### src/include/requant_defs.svh
//****************************************
// Requantization parameters
// Lane count, datapath widths and the
// fixed-point format of the lane scales
//****************************************

`ifndef REQUANT_DEFS_SVH
`define REQUANT_DEFS_SVH

// Lanes per vector, power of two only
`define NUM_LANES 8

// Signed partial sum and accumulator width
`define IN_WIDTH 20

// Signed int8 result
`define OUT_WIDTH 8

// Signed per-lane scale, Q0.15
`define SCALE_BITS 16
`define SCALE_FRAC 15

// Unsigned extra right shift per lane
`define SHIFT_BITS 4

`endif

### src/design/nn_ctrl_pkg.sv
//****************************************
// Control encodings
// Activation opcode and accumulator FSM
//****************************************

`default_nettype none

package nn_ctrl_pkg;

    // Activation selected per vector
    typedef enum logic {
        ACT_NONE = 1'b0,
        ACT_RELU = 1'b1
    } act_op_e;

    // Accumulator FSM, RUN between first and last beat
    typedef enum logic {
        ACC_IDLE = 1'b0,
        ACC_RUN  = 1'b1
    } acc_state_e;

endpackage

`default_nettype wire

### src/design/nn_types_pkg.sv
//****************************************
// Datapath types
// Lane vectors and the strobed records
// passed between pipeline stages
//****************************************

`default_nettype none

`include "requant_defs.svh"

package nn_types_pkg;

    typedef logic signed [`IN_WIDTH-1:0]  acc_lane_t;
    typedef logic signed [`OUT_WIDTH-1:0] q_lane_t;

    typedef acc_lane_t [`NUM_LANES-1:0] acc_vec_t;
    typedef q_lane_t   [`NUM_LANES-1:0] q_vec_t;

    // One partial-sum beat from the MAC array
    typedef struct packed {
        logic     valid;
        logic     first;
        logic     last;
        acc_vec_t data;
    } psum_beat_t;

    // Finished accumulator vector
    typedef struct packed {
        logic                 valid;
        nn_ctrl_pkg::act_op_e op;
        acc_vec_t             data;
    } acc_out_t;

    // Requantized int8 vector
    typedef struct packed {
        logic                 valid;
        nn_ctrl_pkg::act_op_e op;
        q_vec_t               data;
    } q_out_t;

endpackage

`default_nettype wire

### src/design/activation_stage.sv
//****************************************
// Activation stage
// Registers the int8 vector, optional ReLU
//****************************************

`timescale 1ns/1ps
`default_nettype none

`include "requant_defs.svh"

module activation_stage (
    input  wire                        clk,
    input  wire                        nrst,
    input  wire nn_types_pkg::q_out_t  q_i,
    output nn_types_pkg::q_out_t       q_o
);

    logic                 valid_q;
    nn_ctrl_pkg::act_op_e op_q;
    nn_types_pkg::q_vec_t data_q;
    logic                 any_neg;

    always_ff @(posedge clk or negedge nrst) begin
        if (!nrst) begin
            valid_q <= 1'b0;
            op_q    <= nn_ctrl_pkg::ACT_NONE;
        end else begin
            valid_q <= q_i.valid;
            op_q    <= q_i.op;
        end
    end

    // ReLU zeroes lanes with the sign bit set
    always_ff @(posedge clk) begin
        if (q_i.valid) begin
            for (int i = 0; i < `NUM_LANES; i++) begin
                if (q_i.op == nn_ctrl_pkg::ACT_RELU && q_i.data[i][`OUT_WIDTH-1]) begin
                    data_q[i] <= '0;
                end else begin
                    data_q[i] <= q_i.data[i];
                end
            end
        end
    end

    always_comb begin
        q_o.valid = valid_q;
        q_o.op    = op_q;
        q_o.data  = data_q;
        any_neg   = 1'b0;
        for (int i = 0; i < `NUM_LANES; i++) begin
            any_neg = any_neg | data_q[i][`OUT_WIDTH-1];
        end
    end

    a_relu_nonneg: assert property (@(posedge clk) disable iff (!nrst)
        (q_o.valid && q_o.op == nn_ctrl_pkg::ACT_RELU) |-> !any_neg)
        else $error("negative lane on a ReLU output");

endmodule

`default_nettype wire

### config.mk
export PLATFORM = sky130hd
export DESIGN_NAME = activation_stage
export DESIGN_NICKNAME = d
export VERILOG_FILES = /design/src/design/nn_ctrl_pkg.sv /design/src/design/nn_types_pkg.sv /design/src/design/activation_stage.sv
export VERILOG_INCLUDE_DIRS = /design/src /design/src/include
export SDC_FILE = /design/constraint.sdc
export NUM_CORES = 1
export LEC_CHECK = 0
export BUFFER_PORTS_ARGS = -buffer_cell sky130_fd_sc_hd__buf_2
export CORE_AREA = 2 2 79 81
export CTS_BUF_LIST = sky130_fd_sc_hd__clkbuf_8
export DETAILED_ROUTE_END_ITERATION = 10
export DIE_AREA = 0 0 81 83
export GPL_TIMING_DRIVEN = 0
export PLACE_DENSITY = 0.86
export SLEW_MARGIN = 20
export SYNTH_ARGS = -nofsm -noshare
export SYNTH_HDL_FRONTEND = slang
export SYNTH_SLANG_ARGS = --single-unit
### constraint.sdc
create_clock -name clk -period 0.8 [get_ports clk]
set_clock_uncertainty 0.05 [all_clocks]
set_input_delay 0.04 -clock clk [delete_from_list [all_inputs] [get_ports clk]]
set_output_delay 0.04 -clock clk [all_outputs]
set_load 0.02 [all_outputs]
======== After elaboration in Yosys (flattened, before gate mapping) ========
Cells that the tools add are included.
storage, ports and cells
  flip-flop bits (word level) ............. 66
  output and inout bits ................... 66
operators by class
  reduce and logical (&&, ||, !) cells .... 8
operator list
  kind               count
  logical AND 1 bit  8

======== Depth between registers and ports, before layout ========
  word-level depth ........................ 1
  mapped depth ............................ 3

======== Worst setup path after synthesis ========
No wires, ideal clock.
  kind .................................... input to register
  start ................................... in q_i[64] (netlist name)
  end ..................................... reg data_q, in the netlist q_o[17] (data pin)
  path slack .............................. 0.151 ns
  arrival ................................. 0.343 ns
  data required time ...................... 0.494 ns
  path buffers ............................ 2
  stages .................................. 3
  cells stage by stage .................... buf_6 > buf_6 > a21boi_1
on the way
  cells in the longest elaborated chain, start to end .. 1
RTL lines
  element                        line                    RTL
  start, declared                activation_stage.sv:14  input wire nn_types_pkg::q_out_t q_i,
  logical AND 1 bit              activation_stage.sv:37  if (q_i.op == nn_ctrl_pkg::ACT_RELU && q_i.data[i][`OUT_WIDTH-1]) begin
  end signal, assigned by index  activation_stage.sv:40  data_q[i] <= q_i.data[i];
  end, declared                  activation_stage.sv:20  nn_types_pkg::q_vec_t data_q;
Every way passes these cells.
A chain may end at the register's enable or synchronous reset.

======== Final worst setup path ========
  start ................................... reg data_q, in the netlist q_o[43]
  end ..................................... out q_o[43] (netlist name)
RTL lines
  element        line                    RTL
  end, declared  activation_stage.sv:15  output nn_types_pkg::q_out_t q_o
No word-level cell between the ends.

==> insert_results.sql <==
INSERT INTO impl_metrics (metric_group, metric, value, unit) VALUES
('worst_setup_path', 'critPathLaunchType', 'flop', ''),
('logic_synthesis', 'post_synth.cell_area_avg', '18.3', 'sq um'),
('route', 'antenna_violating_nets_post_route', '0', ''),
('logic_synthesis', 'synth-compound-area-share', '16.7', '%'),
('global_route', 'grt_pass1_vias', '1960', ''),
('floorplan', 'io_pins', '134', ''),
('logic_synthesis', 'netlist_top_cells_area', 'sky130_fd_sc_hd__edfxtp_1 (76%), sky130_fd_sc_hd__a21boi_1 (16%), sky130_fd_sc_hd__buf_6 (3.1%)', ''),
('worst_setup_path', 'timing.critical_path.arrival', '880', 'ps'),
('timing', 'slew-limit-headroom', '60.9', '%'),
('pwr', 'powerDensity', '2010', 'nW/um^2'),
('timing', 'finalHoldViolCount', '0', ''),
('timing', 'layout_setup_ws', '-173', 'ps'),
('logic_synthesis', 'yosysWarningCount', '0', ''),
('clocking', 'cts_buffers', '9', ''),
('worst_hold_path', 'min-delay-path-class', 'in -> reg', ''),
('logic_synthesis', 'synth.top_cells.by_count', 'sky130_fd_sc_hd__edfxtp_1 (64), sky130_fd_sc_hd__a21boi_1 (55), sky130_fd_sc_hd__nor2b_1 (8)', ''),
('logic_synthesis', 'synth.area.mux_share', '0', '%'),
('logic_synthesis', 'synthesis.instances', '139', ''),
('logic_synthesis', 'synth-adder-area-share', '0', '%'),
('logic_synthesis', 'synth.top_cell.area_share', '75.7', '%'),
('worst_hold_path', 'timing.hold.worst_path_depth', '2', ''),
('placed_design', 'placedCellCount', '347', ''),
('worst_setup_path', 'critical-path-max-stage-delay', '410', 'ps'),
('clocking', 'cts_setup_buffers', '0', ''),
('worst_setup_path', 'worst-path-max-fanout', '1', ''),
('clocking', 'cts_htree_levels', '3', ''),
('logic_synthesis', 'synth-seq-cells', '66', ''),
('worst_setup_path', 'worst_ep_required_time', '710', 'ps'),
('floorplan', 'core_region_area', '5820', 'sq um'),
('route', 'initialDrtViolationCount', '68', ''),
('worst_setup_path', 'critical_path_class', 'reg -> out', ''),
('floorplan', 'fp.dieArea', '6720', 'sq um'),
('global_route', 'gr-usage-all-layers', '18.4', '%'),
('clocking', 'clock_path_buffers', '2', ''),
('floorplan', 'floorplan.die.width', '81', 'um'),
('timing', 'timing.fmax', '1.03', 'GHz'),
('worst_setup_path', 'timing.critical_path.cells', 'buf_6', ''),
('worst_setup_path', 'critical_path.slowest_cell', 'sky130_fd_sc_hd__edfxtp_1', ''),
('clocking', 'clock_tree.root_cell', 'sky130_fd_sc_hd__clkbuf_8', ''),
('layout', 'finish.net_count', '396', ''),
('logic_synthesis', 'dominantRegCellSynth', 'sky130_fd_sc_hd__edfxtp_1', ''),
('logic_synthesis', 'synth-edff-count', '64', ''),
('timing', 'timing.final.setup_violations', '67', ''),
('route', 'remaining_drc_errors', '0', ''),
('logic_synthesis', 'syn_nets', '207', ''),
('layout', 'finalNonFillerCells', '408', ''),
('outcome', 'violations', 'negative setup slack', ''),
('logic_synthesis', 'async_flop_share', '3.03', '%'),
('run', 'drv.max_cap_violation_count', '0', ''),
('global_route', 'gr-total-overflow', '0', ''),
('pwr', 'vdd.ir_drop.worst', '1280', 'uV'),
('floorplan', 'core.rowCount', '28', ''),
('outcome', 'run_status', 'complete, but fails checks', ''),
('timing', 'final-max-slew-violation-count', '0', ''),
('route', 'via_count', '1915', ''),
('worst_setup_path', 'endpoint_kind', 'primary output', ''),
('logic_synthesis', 'synthMostInstantiatedCell', 'sky130_fd_sc_hd__edfxtp_1', ''),
('layout', 'num_antenna_cells', '0', ''),
('route', 'drt-pass1-iter-count', '4', ''),
('timing', 'finalSetupTns', '-9070', 'ps'),
('timing', 'period_share', '122', '%'),
('layout', 'areaGrowthSynthToFinish', '70.0', '%'),
('placed_design', 'placement.io_buffers', '133', ''),
('worst_hold_path', 'hold_end', 'q_o[17]$_SDFFCE_PP0P_', ''),
('timing', 'unrepaired_setup_endpoints_after_global_routing', 'true', ''),
('logic_synthesis', 'netlist.top_cell.by_area', 'sky130_fd_sc_hd__edfxtp_1', ''),
('layout', 'drive_gt1_share', '45.9', '%'),
('timing', 'post-route-min-period', '973', 'ps'),
('logic_synthesis', 'synth-simple-area-share', '1.97', '%'),
('logic_synthesis', 'portion_of_the_post_synthesis_area_used_by_sequential_elements', '77.6', '%'),
('logic_synthesis', 'dominant_combinational_cell_family_by_area_after_synthesis', 'compound AO/OA/AOI/OAI gates', '');
==> cell usage in the layout, fill, tap and decap left out <==
cell type / n
sky130_fd_sc_hd__a21boi_1: 52
sky130_fd_sc_hd__a21boi_2: 4
sky130_fd_sc_hd__buf_2: 80
sky130_fd_sc_hd__buf_6: 58
sky130_fd_sc_hd__bufinv_16: 2
sky130_fd_sc_hd__clkbuf_8: 9
sky130_fd_sc_hd__clkinv_1: 1
sky130_fd_sc_hd__dfrtp_1: 2
sky130_fd_sc_hd__dlygate4sd3_1: 41
sky130_fd_sc_hd__dlymetal6s4s_1: 8
sky130_fd_sc_hd__edfxtp_1: 64
sky130_fd_sc_hd__inv_1: 4
sky130_fd_sc_hd__nor2b_1: 8
==> what timing repair did <==
item | CTS | global route
hold buffers | 49 | 0
resized for setup | 22 | 90
hold endpoints to repair | 49 | 0
gates cloned | 0 | 0
setup endpoints to repair | 66 | 140
==> kinds of logic (layout without fill, tap and decap cells) <==
group	after synthesis	after routing
flip-flops	66	66
AND/OR/NAND/NOR	8	8
AO/OA/AOI/OAI	56	56
buffers and inverters	9	203
==> per-layer routing <==
metal  global-route usage, %  up-vias  wire, um
met5                       0        -         0
met4                    8.32        0       128
met3                    4.78       16       368
met2                    33.0       90      3490
met1                    19.9      897      2290
li1                        -      912         -
==> flip-flops by register name (all words and copies together) (netlist names) <==
signal	flops
q_o	64
op_q	1
valid_q	1
==> layout make-up <==
type                            instances  area [sq um]
Clock buffer                            9           124
Timing Repair Buffer                  180          1490
Fill cell                             382          1500
Sequential cell                        66          1970
Tap cell                               75          93.8
Clock inverter                          7          78.8
Multi-Input combinational cell         64           485
Buffer                                  7          78.8
==> worst max-delay path by stage <==
| stage | start | end | cells after the start |
|---|---|---|---|
| after floorplan | q_i[64] | q_o[17]$_SDFFCE_PP0P_ | 3 |
| after global placement | q_i[65] | q_o[10]$_SDFFCE_PP0P_ | 1 |
| after detailed placement | q_i[65] | q_o[8]$_SDFFCE_PP0P_ | 1 |
| after CTS | q_o[23]$_SDFFCE_PP0P_ | q_o[23] | 1 |
| after global routing | q_o[30]$_SDFFCE_PP0P_ | q_o[30] | 1 |
| final | q_o[43]$_SDFFCE_PP0P_ | q_o[43] | 1 |
==> metrics by stage <==
stage / hold slack [ps] / util, % / setup slack, ps / power [mW] / area (sq um)
2_1_floorplan: -306 / - / 151 / 4.87 / 2540
3_3_place_gp: -225 / 56.7 / -712 / 5.39 / 3300
3_5_place_dp: -222 / 56.8 / -308 / 5.42 / 3300
4_1_cts: 1.93 / 69.6 / -190 / 8.47 / 4050
5_1_grt: 9.16 / 74.2 / -209 / 8.99 / 4320
6_report: 15.4 / 74.2 / -173 / 8.68 / 4320
==> report_power, final <==
part	leakage, nW	total, mW	internal (mW)	switching (mW)
clock	0.116	2.84	1.70	1.14
sequential	0.644	4.24	4.13	0.115
combinational	1.13	1.60	0.839	0.758
(Power assumes the default switching activity.)
