<file path="config.mk">
export PLATFORM = sky130hd
export DESIGN_NAME = accumulator_bank
export DESIGN_NICKNAME = d
export VERILOG_FILES = /design/src/design/nn_ctrl_pkg.sv /design/src/design/nn_types_pkg.sv /design/src/design/accumulator_bank.sv
export VERILOG_INCLUDE_DIRS = /design/src /design/src/include
export SDC_FILE = /design/constraint.sdc
export NUM_CORES = 1
export LEC_CHECK = 0
export BUFFER_PORTS_ARGS = -buffer_cell sky130_fd_sc_hd__buf_2
export CORE_ASPECT_RATIO = 0.6
export CORE_UTILIZATION = 45
export CTS_CLUSTER_DIAMETER = 120
export DETAILED_ROUTE_END_ITERATION = 10
export PLACE_DENSITY = 0.66
export SLEW_MARGIN = 0
export SYNTH_ARGS = -nofsm -noshare
export SYNTH_HDL_FRONTEND = slang
export SYNTH_SLANG_ARGS = --single-unit
export TNS_END_PERCENT = 10
</file>
<file path="constraint.sdc">
create_clock -name clk -period 6.5 [get_ports clk]
set_clock_uncertainty 0.1 [all_clocks]
set_input_delay 0.65 -clock clk [delete_from_list [all_inputs] [get_ports clk]]
set_output_delay 0.65 -clock clk [all_outputs]
set_load 0.01 [all_outputs]
</file>
<file path="src/include/requant_defs.svh">
//****************************************
// Requantization parameters
// Lane count, datapath widths and the
// fixed-point format of the lane scales
//****************************************

`ifndef REQUANT_DEFS_SVH
`define REQUANT_DEFS_SVH

// Lanes per vector, power of two only
`define NUM_LANES 8

// Signed partial sum and accumulator width
`define IN_WIDTH 20

// Signed int8 result
`define OUT_WIDTH 8

// Signed per-lane scale, Q0.15
`define SCALE_BITS 16
`define SCALE_FRAC 15

// Unsigned extra right shift per lane
`define SHIFT_BITS 4

`endif

</file>
<file path="src/design/nn_ctrl_pkg.sv">
//****************************************
// Control encodings
// Activation opcode and accumulator FSM
//****************************************

`default_nettype none

package nn_ctrl_pkg;

    // Activation selected per vector
    typedef enum logic {
        ACT_NONE = 1'b0,
        ACT_RELU = 1'b1
    } act_op_e;

    // Accumulator FSM, RUN between first and last beat
    typedef enum logic {
        ACC_IDLE = 1'b0,
        ACC_RUN  = 1'b1
    } acc_state_e;

endpackage

`default_nettype wire

</file>
<file path="src/design/nn_types_pkg.sv">
//****************************************
// Datapath types
// Lane vectors and the strobed records
// passed between pipeline stages
//****************************************

`default_nettype none

`include "requant_defs.svh"

package nn_types_pkg;

    typedef logic signed [`IN_WIDTH-1:0]  acc_lane_t;
    typedef logic signed [`OUT_WIDTH-1:0] q_lane_t;

    typedef acc_lane_t [`NUM_LANES-1:0] acc_vec_t;
    typedef q_lane_t   [`NUM_LANES-1:0] q_vec_t;

    // One partial-sum beat from the MAC array
    typedef struct packed {
        logic     valid;
        logic     first;
        logic     last;
        acc_vec_t data;
    } psum_beat_t;

    // Finished accumulator vector
    typedef struct packed {
        logic                 valid;
        nn_ctrl_pkg::act_op_e op;
        acc_vec_t             data;
    } acc_out_t;

    // Requantized int8 vector
    typedef struct packed {
        logic                 valid;
        nn_ctrl_pkg::act_op_e op;
        q_vec_t               data;
    } q_out_t;

endpackage

`default_nettype wire

</file>
<file path="src/design/accumulator_bank.sv">
//****************************************
// Accumulator bank
// Sums partial-sum beats per lane and
// emits one vector per last beat
//****************************************

`timescale 1ns/1ps
`default_nettype none

`include "requant_defs.svh"

module accumulator_bank (
    input  wire                      clk,
    input  wire                      nrst,
    input  wire nn_types_pkg::psum_beat_t beat_i,
    input  wire nn_ctrl_pkg::act_op_e     op_i,
    output nn_types_pkg::acc_out_t        acc_o
);

    nn_ctrl_pkg::acc_state_e state_q;
    nn_ctrl_pkg::act_op_e    op_q;
    logic                    valid_q;
    nn_types_pkg::acc_vec_t  acc_q;
    logic                    beat_first;
    logic                    beat_last;

    assign beat_first = beat_i.valid && beat_i.first;
    assign beat_last  = beat_i.valid && beat_i.last;

    always_ff @(posedge clk or negedge nrst) begin
        if (!nrst) begin
            state_q <= nn_ctrl_pkg::ACC_IDLE;
            op_q    <= nn_ctrl_pkg::ACT_NONE;
            valid_q <= 1'b0;
        end else begin
            valid_q <= beat_last;
            // Opcode belongs to the vector opened by first
            if (beat_first) begin
                op_q <= op_i;
            end
            if (beat_last) begin
                state_q <= nn_ctrl_pkg::ACC_IDLE;
            end else if (beat_first) begin
                state_q <= nn_ctrl_pkg::ACC_RUN;
            end
        end
    end

    // Lane sums, wrapping at IN_WIDTH
    always_ff @(posedge clk) begin
        if (beat_first) begin
            acc_q <= beat_i.data;
        end else if (beat_i.valid && state_q == nn_ctrl_pkg::ACC_RUN) begin
            for (int i = 0; i < `NUM_LANES; i++) begin
                acc_q[i] <= acc_q[i] + beat_i.data[i];
            end
        end
    end

    // Sum stays stable during the valid cycle, even with a new first
    always_comb begin
        acc_o.valid = valid_q;
        acc_o.op    = op_q;
        acc_o.data  = acc_q;
    end

    a_open_with_first: assert property (@(posedge clk) disable iff (!nrst)
        (beat_i.valid && state_q == nn_ctrl_pkg::ACC_IDLE) |-> beat_i.first)
        else $error("beat without first while idle");

    a_no_first_in_run: assert property (@(posedge clk) disable iff (!nrst)
        (beat_i.valid && state_q == nn_ctrl_pkg::ACC_RUN) |-> !beat_i.first)
        else $error("first beat while a vector is open");

endmodule

`default_nettype wire

</file>
**Word level (Yosys, flattened, before mapping)**

Index checks and enable logic that the tools add are counted.

- Flip-flop bits (word level): 163
- Bits in latches: 0
- Memory bits (writable): 0
- ROM bits: 0
- Output and inout bits: 162
- Logic and storage cells: 28
- Memories kept: 0

- $add $sub $neg: 8
- Multipliers: 0
- Divide/modulo/power cells: 0
- Magnitude comparators: 0
- Equal/unequal tests: 0
- Shifts and indexed selects: 0
- Multiplexer cells: 4
- Bitwise logic cells: 0
- Reduce and logical (&&, ||, !) cells: 5

Operators with widths:

| kind | number |
|---|---|
| $mux 160 | 2 |
| $add 20x20->20 | 8 |
| $reduce_bool 2->1 | 2 |
| $logic_and 1x1->1 | 3 |
| $mux 1 | 2 |

**Depth between registers and ports, before layout**

- Depth after elaboration: 3
- Depth in mapped cells: 10
- Gate-level depth less buffers: 10

**Worst setup path before layout**

No wires, ideal clock.

- Path type: input to register
- From: input beat_i[161] in the netlist's numbering
- To: register acc_q, in the netlist acc_o[0] (enable)
- Setup time: 0.533 ns
- Arrival time: 4.231 ns
- Data required time: 5.867 ns
- Setup slack: 1.635 ns
- Stages on the path: 1
- Path buffers: 0
- Path through: o21a_1

- Longest elaborated chain between the ends: 2

RTL lines:

| what | line | text |
|---|---|---|
| start, declared | accumulator_bank.sv:15 | `input wire nn_types_pkg::psum_beat_t beat_i,` |
| $logic_and 1x1->1 | accumulator_bank.sv:27 | `assign beat_first = beat_i.valid && beat_i.first;` |
| $reduce_bool 2->1 (no line) | n/a |  |
| end signal, assigned | accumulator_bank.sv:52 | `acc_q <= beat_i.data;` |
| end signal, assigned by index | accumulator_bank.sv:55 | `acc_q[i] <= acc_q[i] + beat_i.data[i];` |
| end, declared | accumulator_bank.sv:23 | `nn_types_pkg::acc_vec_t acc_q;` |

No other way between the ends.
A chain may end at the register's enable or synchronous reset.

**Worst setup path in the final report**

- From: register acc_q, in the netlist acc_o[60]
- To: register acc_q, in the netlist acc_o[74], data pin

- Longest elaborated chain between the ends: 3

RTL lines:

| what | line | text |
|---|---|---|
| $add 20x20->20 | accumulator_bank.sv:55 |  |
| $mux 160 | accumulator_bank.sv:53 | `end else if (beat_i.valid && state_q == nn_ctrl_pkg::ACC_RUN) begin` |
| $mux 160 | accumulator_bank.sv:51 | `if (beat_first) begin` |

No other way between the ends. The select of a mux whose other input is x is not followed.

==> summary.md <==
| Metric | Value |
|---|---|
| Status | finished, final reports clean |
| Met1 GRT Util | approximately a third |
| Slowest stage delay, CP | roughly 0.75 ns |
| Largest net degree at the start of global routing | roughly 160 |
| Worst Path Class, Setup | reg -> reg |
| Slew Limit Fails | 0 |
| CP endpoint | acc_o[74]$_DFFE_PP_ |
| CP endpoint kind | flip-flop |
| Setup TNS Final | 0 ns |
| Critical path launch point type | flip-flop |
| Final WS setup | between 3 and 4 ns |
| R2R depth | 9 |
| Syn_area_per_cell | roughly 9.0 sq um |
| Area Overhead vs Synth | 18.4% |
| EDFF count, synth | 160 |
| Worst R2R Start | acc_o[60]$_DFFE_PP_ |
| Combinational share of power | 44.9% |
| Register area | ~0.0049 sq mm |
| Cts repair resizes | 0 |
| Filler cell count | 2792 |
| Post-place setup slack | approximately 2.9 ns |
| Remaining antenna violation count | 0 |
| Cell area after synthesis | around 0.014 sq mm |
| Core area | around 0.03 sq mm |
| Fmax | about 0.30 GHz |
| Crit path max-delay family | compound AO/OA/AOI/OAI gates |
| Chip height | ~140 um |
| Ports | around 330 |
| Layout Utilization | between 50% and 60% |
| Flop-to-flop setup slack | 3.19 ns |
| Worst slew pin tran | 1.03 ns |
| Drt first pass iters | 5 |
| Crit-path max FO | 5 |
| Seq cells post-synth | approximately 160 |
| Initial antenna violation count | 5 |
| Post-Route WL | roughly 39 mm |
| Die W | around 230 um |
| Yosys Warn Count | 0 |
| Initial core utilization | 46.1% |
| Crit path buf inv count | 0 |
| Clock Pin Slew Worst Setup and Hold Paths | 0.07 ns |
| Die area | between 0.03 and 0.04 sq mm |
| P_leak | about 0.0071 uW |
| Initial DRC Count | between 900 and 1000 |
| CTS tree | built |
| Number of global-route vias before repair | between 10000 and 15000 |
| Vias per std cell | about 5.7 |
| CP required | 6.57 ns |
| CTS max path bufs | 2 |
| Net Sw Frac | a little under two fifths |
| Syn_nets | 1873 |
| Power Density | roughly 270 mW/mm^2 |
| Hold Vio Cnt, Final | 0 |
| Hold Slack | a little under 0.3 ns |
| Unrepaired setup endpoints after global routing | no |
| Clock Power Share | a little over a fifth |
| Row Count | 49 |
| Max-cap viol count | 0 |
| Seq/Total Area, Yosys | a little over a third |
| Leading area contributor after synthesis | edfxtp_1 |
| Flop pwr share | ~34% |
| RR Endpoint | acc_o[74]$_DFFE_PP_ |
| Synth Instances | around 1500 |
| Hold Crit Class | in -> reg |
| Multi-input logic area | about 0.0087 sq mm |
| DPL Wire Length | just under 30 mm |
| Setup-failing EPs final | 0 |
| Crit-path most repeated cell | a21oi_1 |
| GR peak layer | met2 |
| Worst Path Arrival | between 3 and 4 ns |
| Sw power | between 1500 and 2000 uW |
| Vias | 12900 |
| Critical path, cell by cell | ha_1 > fa_1 > a21oi_1 > o21ai_0 > a31o_2 > a311oi_1 > o21bai_1 > xnor2_1 > a21oi_1 |
| Ys flop type | edfxtp_1 |
| GRT Total Usage | approximately a quarter |
| CTS Buf Count | 17 |
| First-pass GRT wire length | 62.9 mm |
| Root Buffer | clkbuf_16 |
| Critical path's slowest cell | a311oi_1 |
| Met3 usage | under 10% |
| Grt ovf | 0 |
| Async SR Flop Fraction | around 1.8% |
| Wire per inst | about 17 um |
| Share of cells above drive strength 1 | about a fifth |
| Area fraction of the dominant cell type after synthesis | about a third |
| DRC | 0 |
| Met2 Use GR | a little under two fifths |
| Port bufs | ~330 |
| Clock Sinks | 163 |
| Start point of the critical path | acc_o[60]$_DFFE_PP_ |
| Fin crit period | between 3 and 4 ns |
| Hold Crit Start | op_i |
| Worst rel slew slack | between 30% and 40% |
| Peak VDD IR | ~0.17 mV |
| GPL Wtd Cong | around 0.88 |
| Most frequent cells in the layout | buf_2 (327), nand2_1 (197), a21oi_1 (169), edfxtp_1 (160), ha_1 (152) |
| Synth top area cells | edfxtp_1 (35%), ha_1 (14%), a21oi_1 (6.1%) |
| Final worst path period share | about half |
| Int Power | approximately 2800 uW |
| Commonest non-fill, non-tap cell in the layout | buf_2 |
| Worst-Skew Late Latency | ~0.45 ns |
| Levels on crit path | 9 |
| H-tree levels | 4 |
| Final Net Count | 2173 |
| Netlist cell types | 72 |
==> cell type report <==
class,count,area share [%]
multi-input cells,1285,52.7
flip-flops and latches,163,29.6
repair buffers,333,10.3
well taps,408,3.10
clock buffers,19,2.63
inverters,47,1.07
clock inverters,12,0.562
diodes,3,0.0456
==> state kept, by name, summed over array words and instances, names as in the netlist <==
register	cells
acc_o	160
op_q	1
state_q	1
valid_q	1
==> synthesized netlist by cell type, drive strengths merged, types with 18 or more instances <==
cell type,count
a31oi,20
nor3,21
nor2,119
o21ai,141
o211ai,19
o31ai,20
xnor2,53
a21o,57
edfxtp,160
a21oi,169
inv,47
clkbuf,43
nand3,27
ha,152
xor2,65
nand2,198
a211oi,18
==> power groups by stage <==
stage	combinational [uW]	clock, uW	sequential, uW
global route	2260	1030	1540
floorplan	1380	0	1610
CTS	2010	993	1520
finish	2030	968	1520
global placement	1950	0	1530
detailed placement	2000	0	1540
==> worst reg2reg max path, cell delays in order, from the launching register on <==
cell and delay, ns:
edfxtp_1 0.41, ha_1 0.25, fa_1 0.42, a21oi_1 0.20, o21ai_0 0.15, a31o_2 0.30, a311oi_1 0.75, o21bai_1 0.16
xnor2_1 0.19, a21oi_1 0.09
==> metrics by stage <==
stage | cells | power (uW) | instance area, sq um
detailed placement | 2235 | 3540 | 15900
global route | 2268 | 4830 | 16500
finish | 2270 | 4510 | 16500
floorplan | 1547 | 2980 | 13900
global placement | 2235 | 3490 | 15900
CTS | 2267 | 4530 | 16500
==> metal layers <==
| layer | part of all wire, % | up-vias |
|---|---|---|
| met5 | 0.033 | - |
| met4 | 1.3 | 2 |
| met3 | 6.4 | 29 |
| met2 | 44 | 392 |
| met1 | 49 | 6027 |
| li1 | - | 6437 |
==> how the worst min path moves through the flow <==
stage,slack [ns],end,cells after the start
CTS,0.26,op_q$_DFFE_PN0P_,3
global placement,0.35,valid_q$_DFF_PN0_,1
detailed placement,0.35,op_q$_DFFE_PN0P_,1
finish,0.29,op_q$_DFFE_PN0P_,3
global route,0.30,op_q$_DFFE_PN0P_,3
floorplan,0.25,op_q$_DFFE_PN0P_,0
==> kinds of logic after synthesis <==
| group | count (synthesis) | share of synthesized area (%) |
|---|---|---|
| AOI/OAI and AO/OA | 544 | 24.7 |
| muxes | 4 | 0.297 |
| buffers and inverters | 99 | 2.72 |
| DFF | 163 | 35.1 |
| and+or+nand+nor | 459 | 14.9 |
| xor gates and xnor gates | 118 | 7.43 |
| adders and majority gates | 160 | 14.8 |
==> what timing repair did <==
| action | in CTS | in global routing |
|---|---|---|
| hold endpoints to repair | 3 | 0 |
| hold buffers | 1 | 0 |
| buffers inserted | 0 | 0 |
| setup endpoints to repair | 0 | 0 |
Note: power is estimated with default switching activity, not from simulation.
